===== src/common/lsu_pkg.sv =====
package lsu_pkg;

    // fixed 32-bit data path
    localparam int DATA_W = 32;
    localparam int ADDR_W = 32;
    localparam int STRB_W = DATA_W / 8;

    typedef logic [DATA_W-1:0] data_t;
    typedef logic [ADDR_W-1:0] addr_t;
    typedef logic [STRB_W-1:0] wmask_t;
    typedef logic [4:0]        reg_idx_t;
    typedef logic [1:0]        size_t;
    typedef logic [1:0]        offset_t;

    // access size codes, as in funct3[1:0] of loads and stores
    localparam size_t SIZE_BYTE = 2'd0;
    localparam size_t SIZE_HALF = 2'd1;
    localparam size_t SIZE_WORD = 2'd2;

    // request from the execute unit, address not yet formed
    typedef struct packed {
        data_t    rs1;
        data_t    imm;
        data_t    rs2;
        reg_idx_t rdidx;
        logic     load;
        size_t    size;
        logic     unsign;
    } exu_req_t;

    // coprocessor request, already lane aligned by the sender
    typedef struct packed {
        logic     read;
        addr_t    addr;
        data_t    wdata;
        wmask_t   wmask;
        size_t    size;
        logic     unsign;
        reg_idx_t rdidx;
        logic     ret;
    } nice_req_t;

    // common request format ahead of the issue stage
    typedef struct packed {
        logic     read;
        addr_t    addr;
        data_t    wdata;
        wmask_t   wmask;
        size_t    size;
        logic     unsign;
        reg_idx_t rdidx;
        logic     ret;
    } lsu_req_t;

    // kept per outstanding command until its response
    typedef struct packed {
        logic     read;
        reg_idx_t rdidx;
        logic     unsign;
        size_t    size;
        offset_t  offset;
        logic     ret;
    } lsu_tag_t;

    typedef struct packed {
        logic   read;
        addr_t  addr;
        data_t  wdata;
        wmask_t wmask;
    } mem_cmd_t;

endpackage

===== src/verilog/lsu_top.sv =====
`timescale 1ns/1ps

module lsu_top #(
    parameter int TAG_DEPTH = 2
) (
    input  logic                clk,
    input  logic                rst_n_i,

    input  logic                exu_vld_i,
    input  lsu_pkg::exu_req_t   exu_req_i,
    output logic                exu_rdy_o,

    input  logic                nice_vld_i,
    input  lsu_pkg::nice_req_t  nice_req_i,
    output logic                nice_rdy_o,

    output logic                cmd_vld_o,
    output lsu_pkg::mem_cmd_t   cmd_o,
    input  logic                cmd_rdy_i,

    input  logic                rsp_vld_i,
    input  lsu_pkg::data_t      rsp_rdata_i,
    output logic                rsp_rdy_o,

    output logic                wb_vld_o,
    output lsu_pkg::reg_idx_t   wb_rdidx_o,
    output lsu_pkg::data_t      wb_wdata_o,
    input  logic                wb_rdy_i,

    output logic                nice_ret_vld_o,
    output lsu_pkg::reg_idx_t   nice_ret_rdidx_o,
    output lsu_pkg::data_t      nice_ret_wdata_o,
    input  logic                nice_ret_rdy_i
);

    lsu_pkg::lsu_req_t exu_req;
    lsu_pkg::lsu_tag_t cmd_tag;
    lsu_pkg::lsu_tag_t head_tag;
    lsu_pkg::data_t    load_data;
    lsu_pkg::data_t    ret_wdata;
    lsu_pkg::reg_idx_t ret_rdidx;
    logic              tag_push;
    logic              tag_pop;
    logic              tag_full;
    logic              tag_empty;
    logic              rsp_vld;

    // one tag per accepted command, one pop per response
    assign tag_push = cmd_vld_o & cmd_rdy_i;
    assign rsp_vld  = rsp_vld_i & ~tag_empty;
    assign tag_pop  = rsp_vld & rsp_rdy_o;

    lsu_store_align i_store_align (
        .exu_req_i (exu_req_i),
        .req_o     (exu_req)
    );

    lsu_issue i_issue (
        .clk        (clk),
        .rst_n_i    (rst_n_i),
        .exu_vld_i  (exu_vld_i),
        .exu_req_i  (exu_req),
        .exu_rdy_o  (exu_rdy_o),
        .nice_vld_i (nice_vld_i),
        .nice_req_i (nice_req_i),
        .nice_rdy_o (nice_rdy_o),
        .tag_full_i (tag_full),
        .cmd_vld_o  (cmd_vld_o),
        .cmd_rdy_i  (cmd_rdy_i),
        .cmd_o      (cmd_o),
        .tag_o      (cmd_tag)
    );

    lsu_tag_fifo #(
        .TAG_DEPTH (TAG_DEPTH)
    ) i_tag_fifo (
        .clk     (clk),
        .rst_n_i (rst_n_i),
        .push_i  (tag_push),
        .tag_i   (cmd_tag),
        .full_o  (tag_full),
        .pop_i   (tag_pop),
        .head_o  (head_tag),
        .empty_o (tag_empty)
    );

    lsu_load_extract i_load_extract (
        .tag_i   (head_tag),
        .rdata_i (rsp_rdata_i),
        .data_o  (load_data)
    );

    lsu_ret_buf i_ret_buf (
        .clk            (clk),
        .rst_n_i        (rst_n_i),
        .rsp_vld_i      (rsp_vld),
        .tag_i          (head_tag),
        .data_i         (load_data),
        .rsp_rdy_o      (rsp_rdy_o),
        .wb_vld_o       (wb_vld_o),
        .wb_rdy_i       (wb_rdy_i),
        .nice_ret_vld_o (nice_ret_vld_o),
        .nice_ret_rdy_i (nice_ret_rdy_i),
        .rdidx_o        (ret_rdidx),
        .wdata_o        (ret_wdata)
    );

    // both consumers see the same buffered result
    assign wb_rdidx_o       = ret_rdidx;
    assign wb_wdata_o       = ret_wdata;
    assign nice_ret_rdidx_o = ret_rdidx;
    assign nice_ret_wdata_o = ret_wdata;

endmodule


===== src/verilog/lsu_ret_buf.sv =====
`timescale 1ns/1ps

module lsu_ret_buf (
    input  logic              clk,
    input  logic              rst_n_i,
    input  logic              rsp_vld_i,
    input  lsu_pkg::lsu_tag_t tag_i,
    input  lsu_pkg::data_t    data_i,
    output logic              rsp_rdy_o,
    output logic              wb_vld_o,
    input  logic              wb_rdy_i,
    output logic              nice_ret_vld_o,
    input  logic              nice_ret_rdy_i,
    output lsu_pkg::reg_idx_t rdidx_o,
    output lsu_pkg::data_t    wdata_o
);

    logic buf_vld;
    logic buf_ret;
    logic out_rdy;
    logic buf_free;
    logic load_in;

    // ready from whichever consumer owns the held result
    assign out_rdy  = buf_ret ? nice_ret_rdy_i : wb_rdy_i;
    assign buf_free = ~buf_vld | out_rdy;
    assign load_in  = rsp_vld_i & tag_i.read;

    // store responses are always sunk
    assign rsp_rdy_o = tag_i.read ? buf_free : 1'b1;

    always_ff @(posedge clk) begin
        if (!rst_n_i) begin
            buf_vld <= 1'b0;
        end else if (buf_free) begin
            buf_vld <= load_in;
        end
    end

    always_ff @(posedge clk) begin
        if (buf_free && load_in) begin
            buf_ret <= tag_i.ret;
            rdidx_o <= tag_i.rdidx;
            wdata_o <= data_i;
        end
    end

    assign wb_vld_o       = buf_vld & ~buf_ret;
    assign nice_ret_vld_o = buf_vld & buf_ret;

endmodule


===== src/verilog/lsu_load_extract.sv =====
`timescale 1ns/1ps

module lsu_load_extract (
    input  lsu_pkg::lsu_tag_t tag_i,
    input  lsu_pkg::data_t    rdata_i,
    output lsu_pkg::data_t    data_o
);

    logic [7:0]  byte_val;
    logic [15:0] half_val;

    // byte at any offset, half at offset 0 or 2
    assign byte_val = rdata_i[{tag_i.offset, 3'b000} +: 8];
    assign half_val = tag_i.offset[1] ? rdata_i[31:16] : rdata_i[15:0];

    always_comb begin
        case (tag_i.size)
            lsu_pkg::SIZE_BYTE: begin
                if (tag_i.unsign) begin
                    data_o = {{(lsu_pkg::DATA_W-8){1'b0}}, byte_val};
                end else begin
                    data_o = {{(lsu_pkg::DATA_W-8){byte_val[7]}}, byte_val};
                end
            end
            lsu_pkg::SIZE_HALF: begin
                if (tag_i.unsign) begin
                    data_o = {{(lsu_pkg::DATA_W-16){1'b0}}, half_val};
                end else begin
                    data_o = {{(lsu_pkg::DATA_W-16){half_val[15]}}, half_val};
                end
            end
            // full word passes through
            default: begin
                data_o = rdata_i;
            end
        endcase
    end

endmodule


===== src/verilog/lsu_tag_fifo.sv =====
`timescale 1ns/1ps

module lsu_tag_fifo #(
    parameter int TAG_DEPTH = 2
) (
    input  logic              clk,
    input  logic              rst_n_i,
    input  logic              push_i,
    input  lsu_pkg::lsu_tag_t tag_i,
    output logic              full_o,
    input  logic              pop_i,
    output lsu_pkg::lsu_tag_t head_o,
    output logic              empty_o
);

    localparam int PTR_W = (TAG_DEPTH > 1) ? $clog2(TAG_DEPTH) : 1;
    localparam int CNT_W = $clog2(TAG_DEPTH + 1);

    lsu_pkg::lsu_tag_t mem [TAG_DEPTH];
    logic [PTR_W-1:0]  wr_ptr;
    logic [PTR_W-1:0]  rd_ptr;
    logic [CNT_W-1:0]  count;

    always_ff @(posedge clk) begin
        if (!rst_n_i) begin
            wr_ptr <= '0;
            rd_ptr <= '0;
            count  <= '0;
        end else begin
            if (push_i) begin
                wr_ptr <= (wr_ptr == PTR_W'(TAG_DEPTH - 1)) ? '0 : wr_ptr + 1'b1;
            end
            if (pop_i) begin
                rd_ptr <= (rd_ptr == PTR_W'(TAG_DEPTH - 1)) ? '0 : rd_ptr + 1'b1;
            end
            // simultaneous push and pop leaves the count alone
            case ({push_i, pop_i})
                2'b10:   count <= count + 1'b1;
                2'b01:   count <= count - 1'b1;
                default: count <= count;
            endcase
        end
    end

    always_ff @(posedge clk) begin
        if (push_i) begin
            mem[wr_ptr] <= tag_i;
        end
    end

    assign head_o  = mem[rd_ptr];
    assign full_o  = (count == CNT_W'(TAG_DEPTH));
    assign empty_o = (count == '0);

endmodule


===== src/verilog/lsu_issue.sv =====
`timescale 1ns/1ps

module lsu_issue (
    input  logic               clk,
    input  logic               rst_n_i,
    input  logic               exu_vld_i,
    input  lsu_pkg::lsu_req_t  exu_req_i,
    output logic               exu_rdy_o,
    input  logic               nice_vld_i,
    input  lsu_pkg::nice_req_t nice_req_i,
    output logic               nice_rdy_o,
    input  logic               tag_full_i,
    output logic               cmd_vld_o,
    input  logic               cmd_rdy_i,
    output lsu_pkg::mem_cmd_t  cmd_o,
    output lsu_pkg::lsu_tag_t  tag_o
);

    lsu_pkg::lsu_req_t nice_req;
    lsu_pkg::lsu_req_t arb_req;
    lsu_pkg::lsu_req_t skid_req;
    lsu_pkg::lsu_req_t out_req;
    lsu_pkg::mem_cmd_t cmd_q;
    lsu_pkg::lsu_tag_t tag_q;
    logic              arb_vld;
    logic              arb_rdy;
    logic              skid_vld;
    logic              out_vld;
    logic              cmd_vld_q;
    logic              reg_rdy;

    always_comb begin
        nice_req.read   = nice_req_i.read;
        nice_req.addr   = nice_req_i.addr;
        nice_req.wdata  = nice_req_i.wdata;
        nice_req.wmask  = nice_req_i.wmask;
        nice_req.size   = nice_req_i.size;
        nice_req.unsign = nice_req_i.unsign;
        nice_req.rdidx  = nice_req_i.rdidx;
        nice_req.ret    = nice_req_i.ret;
    end

    // coprocessor wins whenever it is valid
    assign arb_req    = nice_vld_i ? nice_req : exu_req_i;
    assign arb_vld    = nice_vld_i | exu_vld_i;
    assign nice_rdy_o = nice_vld_i & arb_rdy;
    assign exu_rdy_o  = ~nice_vld_i & arb_rdy;

    // skid buffer, source ready comes from a flop only
    assign arb_rdy = ~skid_vld;
    assign out_vld = skid_vld | arb_vld;
    assign out_req = skid_vld ? skid_req : arb_req;

    always_ff @(posedge clk) begin
        if (!rst_n_i) begin
            skid_vld <= 1'b0;
        end else if (skid_vld) begin
            if (reg_rdy) begin
                skid_vld <= 1'b0;
            end
        end else if (arb_vld && !reg_rdy) begin
            skid_vld <= 1'b1;
        end
    end

    always_ff @(posedge clk) begin
        if (!skid_vld && arb_vld && !reg_rdy) begin
            skid_req <= arb_req;
        end
    end

    // command register, refills in the cycle its command is taken
    assign reg_rdy = ~cmd_vld_q | (cmd_vld_o & cmd_rdy_i);

    always_ff @(posedge clk) begin
        if (!rst_n_i) begin
            cmd_vld_q <= 1'b0;
        end else if (reg_rdy) begin
            cmd_vld_q <= out_vld;
        end
    end

    always_ff @(posedge clk) begin
        if (reg_rdy && out_vld) begin
            cmd_q.read   <= out_req.read;
            cmd_q.addr   <= {out_req.addr[lsu_pkg::ADDR_W-1:2], 2'b00};
            cmd_q.wdata  <= out_req.wdata;
            cmd_q.wmask  <= out_req.wmask;
            // byte offset travels with the tag for load extraction
            tag_q.read   <= out_req.read;
            tag_q.rdidx  <= out_req.rdidx;
            tag_q.unsign <= out_req.unsign;
            tag_q.size   <= out_req.size;
            tag_q.offset <= out_req.addr[1:0];
            tag_q.ret    <= out_req.ret;
        end
    end

    // no issue while every tag slot is taken
    assign cmd_vld_o = cmd_vld_q & ~tag_full_i;
    assign cmd_o     = cmd_q;
    assign tag_o     = tag_q;

endmodule


===== src/verilog/lsu_store_align.sv =====
`timescale 1ns/1ps

module lsu_store_align (
    input  lsu_pkg::exu_req_t exu_req_i,
    output lsu_pkg::lsu_req_t req_o
);

    lsu_pkg::addr_t   addr;
    lsu_pkg::offset_t offset;
    lsu_pkg::wmask_t  wmask;
    lsu_pkg::data_t   lane_data;
    lsu_pkg::data_t   lane_keep;

    assign addr   = exu_req_i.rs1 + exu_req_i.imm;
    assign offset = addr[1:0];

    // byte enables and replicated store data per size
    always_comb begin
        case (exu_req_i.size)
            lsu_pkg::SIZE_BYTE: begin
                wmask     = 4'b0001 << offset;
                lane_data = {4{exu_req_i.rs2[7:0]}};
            end
            lsu_pkg::SIZE_HALF: begin
                // halfword sits at offset 0 or 2
                wmask     = 4'b0011 << {offset[1], 1'b0};
                lane_data = {2{exu_req_i.rs2[15:0]}};
            end
            lsu_pkg::SIZE_WORD: begin
                wmask     = 4'b1111;
                lane_data = exu_req_i.rs2;
            end
            default: begin
                wmask     = 4'b0000;
                lane_data = '0;
            end
        endcase
    end

    // lanes outside the mask are driven as zero
    always_comb begin
        for (int i = 0; i < lsu_pkg::STRB_W; i++) begin
            lane_keep[8*i +: 8] = {8{wmask[i]}};
        end
    end

    always_comb begin
        req_o.read   = exu_req_i.load;
        req_o.addr   = addr;
        req_o.wdata  = lane_data & lane_keep;
        req_o.wmask  = wmask;
        req_o.size   = exu_req_i.size;
        req_o.unsign = exu_req_i.unsign;
        req_o.rdidx  = exu_req_i.rdidx;
        // execute-unit results always go to writeback
        req_o.ret    = 1'b0;
    end

endmodule


===== config.mk =====
export PLATFORM = sky130hd
export DESIGN_NAME = lsu_top
export DESIGN_NICKNAME = d
export VERILOG_FILES = /design/src/common/lsu_pkg.sv /design/src/verilog/lsu_top.sv /design/src/verilog/lsu_ret_buf.sv /design/src/verilog/lsu_load_extract.sv /design/src/verilog/lsu_tag_fifo.sv /design/src/verilog/lsu_issue.sv /design/src/verilog/lsu_store_align.sv
export SDC_FILE = /design/constraint.sdc
export NUM_CORES = 1
export LEC_CHECK = 0
export BUFFER_PORTS_ARGS = -buffer_cell sky130_fd_sc_hd__buf_2
export CAP_MARGIN = 20
export CORE_ASPECT_RATIO = 1.4
export CORE_MARGIN = 3
export CORE_UTILIZATION = 54
export CTS_BUF_LIST = sky130_fd_sc_hd__clkbuf_2 sky130_fd_sc_hd__clkbuf_4 sky130_fd_sc_hd__clkbuf_8
export DETAILED_ROUTE_END_ITERATION = 8
export GPL_TIMING_DRIVEN = 0
export PLACE_DENSITY = 0.83
export SYNTH_ARGS = -nofsm -noshare
export SYNTH_HDL_FRONTEND = slang
export SYNTH_SLANG_ARGS = --single-unit

===== constraint.sdc =====
create_clock -name clk -period 11.45 [get_ports clk]
set_clock_uncertainty 0.15 [all_clocks]
set_input_delay 2.29 -clock clk [delete_from_list [all_inputs] [get_ports clk]]
set_output_delay 2.29 -clock clk [all_outputs]
set_load 0.05 [all_outputs]

==> results.sh, run 1 <==
export IMPL_cts_buffers=35
export IMPL_rsz0062_at_grt="no"
export IMPL_drc_errors=0
export IMPL_detail_route_antenna_nets=0
export IMPL_powerDensity_nw_per_um2=171
export IMPL_drt_iter0_drc=585
export IMPL_tightestPinTransition_ns=0.911
export IMPL_yosysUniqueCellTypes=69
export IMPL_io_buffer_count=367
export IMPL_crit_path_end_kind="primary output"
export IMPL_dpl_worst_slack_ns=4.27
export IMPL_final_area_um2=15400
export IMPL_setup_ws_ns=4.19
export IMPL_rows=64
export IMPL_drtPass1Iterations=5
export IMPL_ctsResizeCount=0
export IMPL_via_per_inst=5.68
export IMPL_io_pins=372
export IMPL_seq_area_frac_synth_pct=54.9
export IMPL_cp_max_fo=10
export IMPL_start_kind="input pin"
export IMPL_ys_warn_count=0
export IMPL_placed_cell_area_um2=14600
export IMPL_max_freq_mhz=138
export IMPL_ys_flop_type="edfxtp_1"
export IMPL_die_w_um=133
export IMPL_p_leak_nw=6.41
export IMPL_grt_pass1_wl_um=55300
export IMPL_cts_tree="done"
export IMPL_r2r_slack_ns=8.39
export IMPL_nets=1700
export IMPL_cts_clk_slew_worst_paths_ns=0.06
export IMPL_core_region_area_um2=22000
export IMPL_clock_root_buffer="clkbuf_8"
export IMPL_clk_path_buf_depth=3
export IMPL_fin_crit_ns=7.26
export IMPL_grt_pass1_vias=9986
export IMPL_cts_setup_buffers=0
export IMPL_syn_inst=1027
export IMPL_dp_hpwl_um=28600
export IMPL_status="finished, final reports clean"
export IMPL_finalSetupViolCount=0
export IMPL_initial_core_util_pct=55.5
export IMPL_syn_area_um2=12200
export IMPL_die_y_um=184
export IMPL_synth_edf_count=218
export IMPL_critPathKind="input pin to primary output"
export IMPL_hp_class="flip-flop to flip-flop"
export IMPL_layout_drive_gt1_share_pct=41.8
export IMPL_h_tree_depth=2
export IMPL_grt_use_total_pct=29.1
export IMPL_grt_max_degree=28
export IMPL_ys_ff_latch=226
export IMPL_irDropWorstVdd_mv=0.101
export IMPL_syn2layout_area_growth_pct=26.3
export IMPL_drt_wl_total_um=37000
export IMPL_cts_sinks=226
export IMPL_gp_congestion=0.928
export IMPL_postSynthAreaPerCell_um2=11.9
export IMPL_drt_wirelength_per_cell_um=20.9
export IMPL_arrival_ns=4.82
export IMPL_maxSlewHeadroom_pct=39.1
export IMPL_ys_async_sr_fraction_pct=0
export IMPL_worstPathRequired_ns=9.01
export IMPL_antenna_found_initial=3
export IMPL_dieArea_um2=24500
export IMPL_overflow=0
export IMPL_clk_latency_ns=0.52
export IMPL_cts_hold_buf=0
export IMPL_hold_viol=0
export IMPL_period_share_pct=63.4
export IMPL_vias=10040
export IMPL_drv_slew=0
export IMPL_cap_violations=0
## flip-flops by register name, indices dropped and copies added (netlist names), named ones only
register and cells:
i_issue.cmd_vld_q 1, i_ret_buf.buf_ret 1, i_ret_buf.buf_vld 1, i_tag_fifo.count 2
i_issue.cmd_o 67, i_tag_fifo.mem 24, i_issue.skid_req 78, i_ret_buf.wdata_o 32
i_tag_fifo.rd_ptr 1, i_issue.skid_vld 1, i_issue.tag_o 11, i_tag_fifo.wr_ptr 1
i_ret_buf.rdidx_o 5
## report_power, final
part / internal [W] / switching (W)
Clock: 0.000446 / 0.000327
Combinational: 0.000258 / 0.000540
Sequential: 0.00104 / 0.0000329
Total: 0.00174 / 0.000900
## synth_stat cells, drive strengths merged, types with 8 or more instances
| cell | number | area share, % |
|---|---|---|
| mux2 | 96 | 8.8 |
| o22ai | 8 | 0.41 |
| nor2b | 24 | 1.2 |
| inv | 14 | 0.43 |
| nand2 | 115 | 3.5 |
| a21o | 18 | 1.1 |
| dfxtp | 8 | 1.3 |
| o31ai | 10 | 0.97 |
| nand3 | 10 | 0.41 |
| mux2i | 21 | 1.8 |
| buf | 62 | 3.5 |
| edfxtp | 218 | 54 |
| nand2b | 11 | 0.56 |
| nor3 | 13 | 0.53 |
| nor2 | 40 | 1.2 |
| a21oi | 72 | 3.1 |
| xnor2 | 13 | 0.93 |
| clkbuf | 32 | 0.98 |
| o21a | 11 | 0.68 |
| a22o | 16 | 1.1 |
| ha | 32 | 3.3 |
| and2 | 9 | 0.46 |
| a211oi | 17 | 1.0 |
| o21ai | 73 | 3.0 |
| nand4 | 11 | 0.56 |
| xor2 | 10 | 0.72 |
## metal layers
| metal | share of wire (%) | wire length (µm) | global-route usage (%) | vias to the layer above |
|---|---|---|---|---|
| met4 | 3.4 | 1250 | 10.7 | 4 |
| met2 | 53 | 19500 | 53.9 | 542 |
| li1 | - | - | - | 4667 |
| met3 | 7.3 | 2700 | 4.74 | 92 |
| met1 | 36 | 13500 | 33.8 | 4735 |
| met5 | 0.041 | 15 | 0 | - |
## cells by family (layout without fill, tap and decap cells)
family,after synthesis,count (layout),synth area share (%)
xor gates and xnor gates,23,23,1.65
adders and majority gates,33,33,3.44
buffers and inverters,108,551,4.91
AOI/OAI and AO/OA,258,258,14.1
DFF,226,226,54.9
and+or+nand+nor,261,261,10.3
muxes,117,117,10.7
other,1,3,0.0307
## area by class of cell
class                           count  area [µm²]
Fill cell                        1602        6580
Multi-Input combinational cell    694        4950
Clock inverter                     20         223
Clock buffer                       44         574
Inverter                           14        52.6
Sequential cell                   226        6710
Timing Repair Buffer              379        2010
Buffer                             94         548
Tap cell                          297         372
Antenna cell                        1        2.50
## final timing paths
check / from / endpoint / depth (start not counted)
worst max register to register: i_issue.skid_vld / i_issue.skid_req[24] / 7
worst min register to register: i_issue.tag_o[0] / i_tag_fifo.mem[1][0] / 0
worst min-delay path: i_issue.tag_o[0] / i_tag_fifo.mem[1][0] / 0
worst max-delay path: nice_vld_i / nice_rdy_o / 6
## worst max-delay path: stages
cell and delay (ns):
clkbuf_1 0.47, buf_1 0.73, buf_2 0.38, clkbuf_1 0.46
nor2b_1 0.22, buf_2 0.28
## stage by stage
| stage | total power, W | TNS (ns) | cells | utilization [%] | hold slack, ns |
|---|---|---|---|---|---|
| after floorplan | 0.00166 | 0 | 1028 | - | 0.271 |
| after global placement | 0.00186 | -123.37 | 1692 | 65.6 | 0.272 |
| after detailed placement | 0.00188 | 0 | 1703 | 66.5 | 0.280 |
| after CTS | 0.00265 | 0 | 1767 | 70.1 | 0.291 |
| after global routing | 0.00274 | 0 | 1769 | 70.1 | 0.302 |
| final | 0.00264 | 0 | 1769 | 70.1 | 0.294 |
## cells in the final DEF (no fill, tap or decap), types with 13 or more instances in the layout
cell        n
inv_1      14
a21oi_1    67
nor2_1     40
xnor2_1    13
a21o_1     18
nand2_1   115
edfxtp_1  218
a22o_1     16
nor2b_1    24
clkbuf_1   32
o21ai_0    64
buf_4      45
ha_1       32
mux2i_1    20
a211oi_1   16
clkbuf_8   39
mux2_2     96
buf_2     379
(Power assumes the default switching activity.)
==> inputs of run 2 (changes only) <==
==> constraint.sdc (replaced) <==
create_clock -name clk -period 6.87 [get_ports clk]
set_clock_uncertainty 0.15 [all_clocks]
set_input_delay 1.374 -clock clk [delete_from_list [all_inputs] [get_ports clk]]
set_output_delay 1.374 -clock clk [all_outputs]
set_load 0.05 [all_outputs]
==> run 2 against run 1 <==
Clock power is 51% higher. First-iteration DRC count up 23%. Worst hold slack worse by 0.0057 ns. Critical path depth stayed put. Combinational power increased by 68%. Worst setup slack lost 2.5 ns. Sequential share of layout area increased by 0.11 points. Global-route usage down 0.38 points. Sequential cell count unchanged. Count of clock-buffer cells in the layout increased by 14. Non-clock buffer count down 4. Largest cell class unchanged.
==> results.sh, run 2 (synthesis gave the netlist of run 1 again) <==
export IMPL_hp_class="flip-flop to flip-flop"
export IMPL_largest_reg_flops=78
export IMPL_dp_hpwl_um=28500
export IMPL_drt_iter0_drc=717
export IMPL_cts_tree="done"
export IMPL_grt_pass1_wl_um=54600
export IMPL_layout_drive_gt1_share_pct=42.0
export IMPL_hold_viol=0
export IMPL_arrival_ns=3.70
export IMPL_place_inst=1700
export IMPL_maxSlewHeadroom_pct=32.8
export IMPL_cts_buffers=36
export IMPL_cp_endpoint="nice_rdy_o"
export IMPL_worstPathRequired_ns=5.35
export IMPL_cts_setup_buffers=0
export IMPL_r2r_end="i_issue.skid_req[29]"
export IMPL_rsz0062_at_grt="no"
export IMPL_gp_congestion=0.962
export IMPL_grt_pass1_vias=9967
export IMPL_rows=64
export IMPL_io_pins=372
export IMPL_cp_slowest_cell="buf_1"
export IMPL_cp_max_fo=10
export IMPL_clk_path_buf_depth=3
export IMPL_rr_worst_depth=7
export IMPL_drt_wirelength_per_cell_um=20.9
export IMPL_tightestPinTransition_ns=1.00
export IMPL_power_w=0.00429
export IMPL_fillCellCount=1600
export IMPL_multi_input_area_um2=4960
export IMPL_irDropWorstVdd_mv=0.158
export IMPL_die_w_um=133
export IMPL_reg2reg_from="i_issue.skid_vld"
export IMPL_final_cell_mix="buf_2 (379), edfxtp_1 (218), nand2_1 (115)"
export IMPL_crit_path_end_kind="primary output"
export IMPL_status="finished, final reports clean"
export IMPL_p_leak_nw=6.39
export IMPL_period_share_pct=76.1
export IMPL_max_freq_mhz=191
export IMPL_initial_core_util_pct=55.5
export IMPL_critPathKind="input pin to primary output"
export IMPL_ctsResizeCount=0
export IMPL_io_buffer_count=367
export IMPL_h_tree_depth=2
export IMPL_drtPass1Iterations=5
export IMPL_hold_ws_ns=0.289
export IMPL_detail_route_antenna_nets=0
export IMPL_grt_max_degree=25
export IMPL_antenna_found_initial=3
export IMPL_cts_clk_slew_worst_paths_ns=0.06
export IMPL_start_kind="input pin"
export IMPL_vias=10089
export IMPL_overflow=0
export IMPL_finalSetupViolCount=0
export IMPL_drt_wl_total_um=37100
export IMPL_cap_violations=0
export IMPL_powerDensity_nw_per_um2=279
export IMPL_via_per_inst=5.70
export IMPL_nets=1697
export IMPL_fin_cells=1769
export IMPL_clock_root_buffer="clkbuf_8"
export IMPL_mostFrequentLayoutCell="buf_2"
export IMPL_cts_sinks=226
export IMPL_drv_slew=0
export IMPL_grt_use_total_pct=28.7
export IMPL_top_register="i_issue.skid_req"
export IMPL_clk_latency_ns=0.52
export IMPL_startpoint="nice_vld_i"
export IMPL_crit_chain="clkbuf_1, buf_1, buf_2, clkbuf_1, nor2b_1, buf_2"
export IMPL_slowest_delay_ns=0.63
export IMPL_die_y_um=184
export IMPL_syn2layout_area_growth_pct=26.0
export IMPL_r2r_slack_ns=3.91
export IMPL_dieArea_um2=24500
export IMPL_fin_crit_ns=5.23
export IMPL_cts_hold_buf=0
export IMPL_core_region_area_um2=22000
export IMPL_drc_errors=0
export IMPL_fin_tns_setup_ns=0
export IMPL_register_area_um2=6710
-- run 2: cell count changes in the layout (fill, tap and decap cells not counted), moves of 3 or more --
cell,delta
buf_16,+4
clkinv_2,-3
clkbuf_4,+11
diode_2,+3
bufinv_16,-5
clkinv_1,-4
buf_6,-5
clkbuf_8,+3
-- run 2: worst min path at each step --
stage	start	to	slack [ns]	cells past startpoint
global placement	i_issue.tag_o[5]	i_tag_fifo.mem[1][5]	0.27	0
floorplan	i_issue.tag_o[0]	i_tag_fifo.mem[0][0]	0.27	0
detailed placement	i_issue.tag_o[8]	i_tag_fifo.mem[1][8]	0.28	0
CTS	i_issue.tag_o[10]	i_tag_fifo.mem[1][10]	0.29	0
global route	i_issue.tag_o[10]	i_tag_fifo.mem[0][10]	0.31	0
finish	i_issue.tag_o[10]	i_tag_fifo.mem[1][10]	0.29	0
-- run 2: worst max-delay path: cells and delay by family --
family,cells,cell delay (ns)
AND/OR/NAND/NOR,1,0.21
buffers and inverters,5,2.11
-- run 2: where the power goes --
group / internal [W] / switching (W) / leakage [nW]
sequential: 0.00173 / 0.0000533 / 2.14
clock: 0.000645 / 0.000524 / 0.397
combinational: 0.000434 / 0.000907 / 3.85
total: 0.00281 / 0.00148 / 6.39
-- run 2: per-stage QoR --
step           worst slack (ns)  cell area, µm²  utilization [%]
2_1_floorplan             0.118           12200                -
3_3_place_gp              -2.72           14400             65.6
3_5_place_dp               1.71           14700             66.6
4_1_cts                    1.69           15400             69.9
5_1_grt                    1.56           15400             69.9
6_report                   1.64           15400             70.0
-- run 2: per-layer routing --
metal	wire length, µm	track usage [%]	vias to the layer above
li1	-	-	4669
met1	13400	32.6	4742
met2	19300	52.9	572
met3	2780	4.63	106
met4	1600	12.8	0
met5	0	0	-
-- run 2: area by class of cell --
| class | count | area share [%] |
|---|---|---|
| multi-input combinational | 694 | 32.2 |
| clock buffer | 58 | 4.53 |
| timing repair buffer | 375 | 13.1 |
| antenna | 4 | 0.0650 |
| inverter | 14 | 0.341 |
| buffer | 94 | 3.56 |
| tap | 297 | 2.41 |
| clock inverter | 7 | 0.227 |
| sequential | 226 | 43.5 |
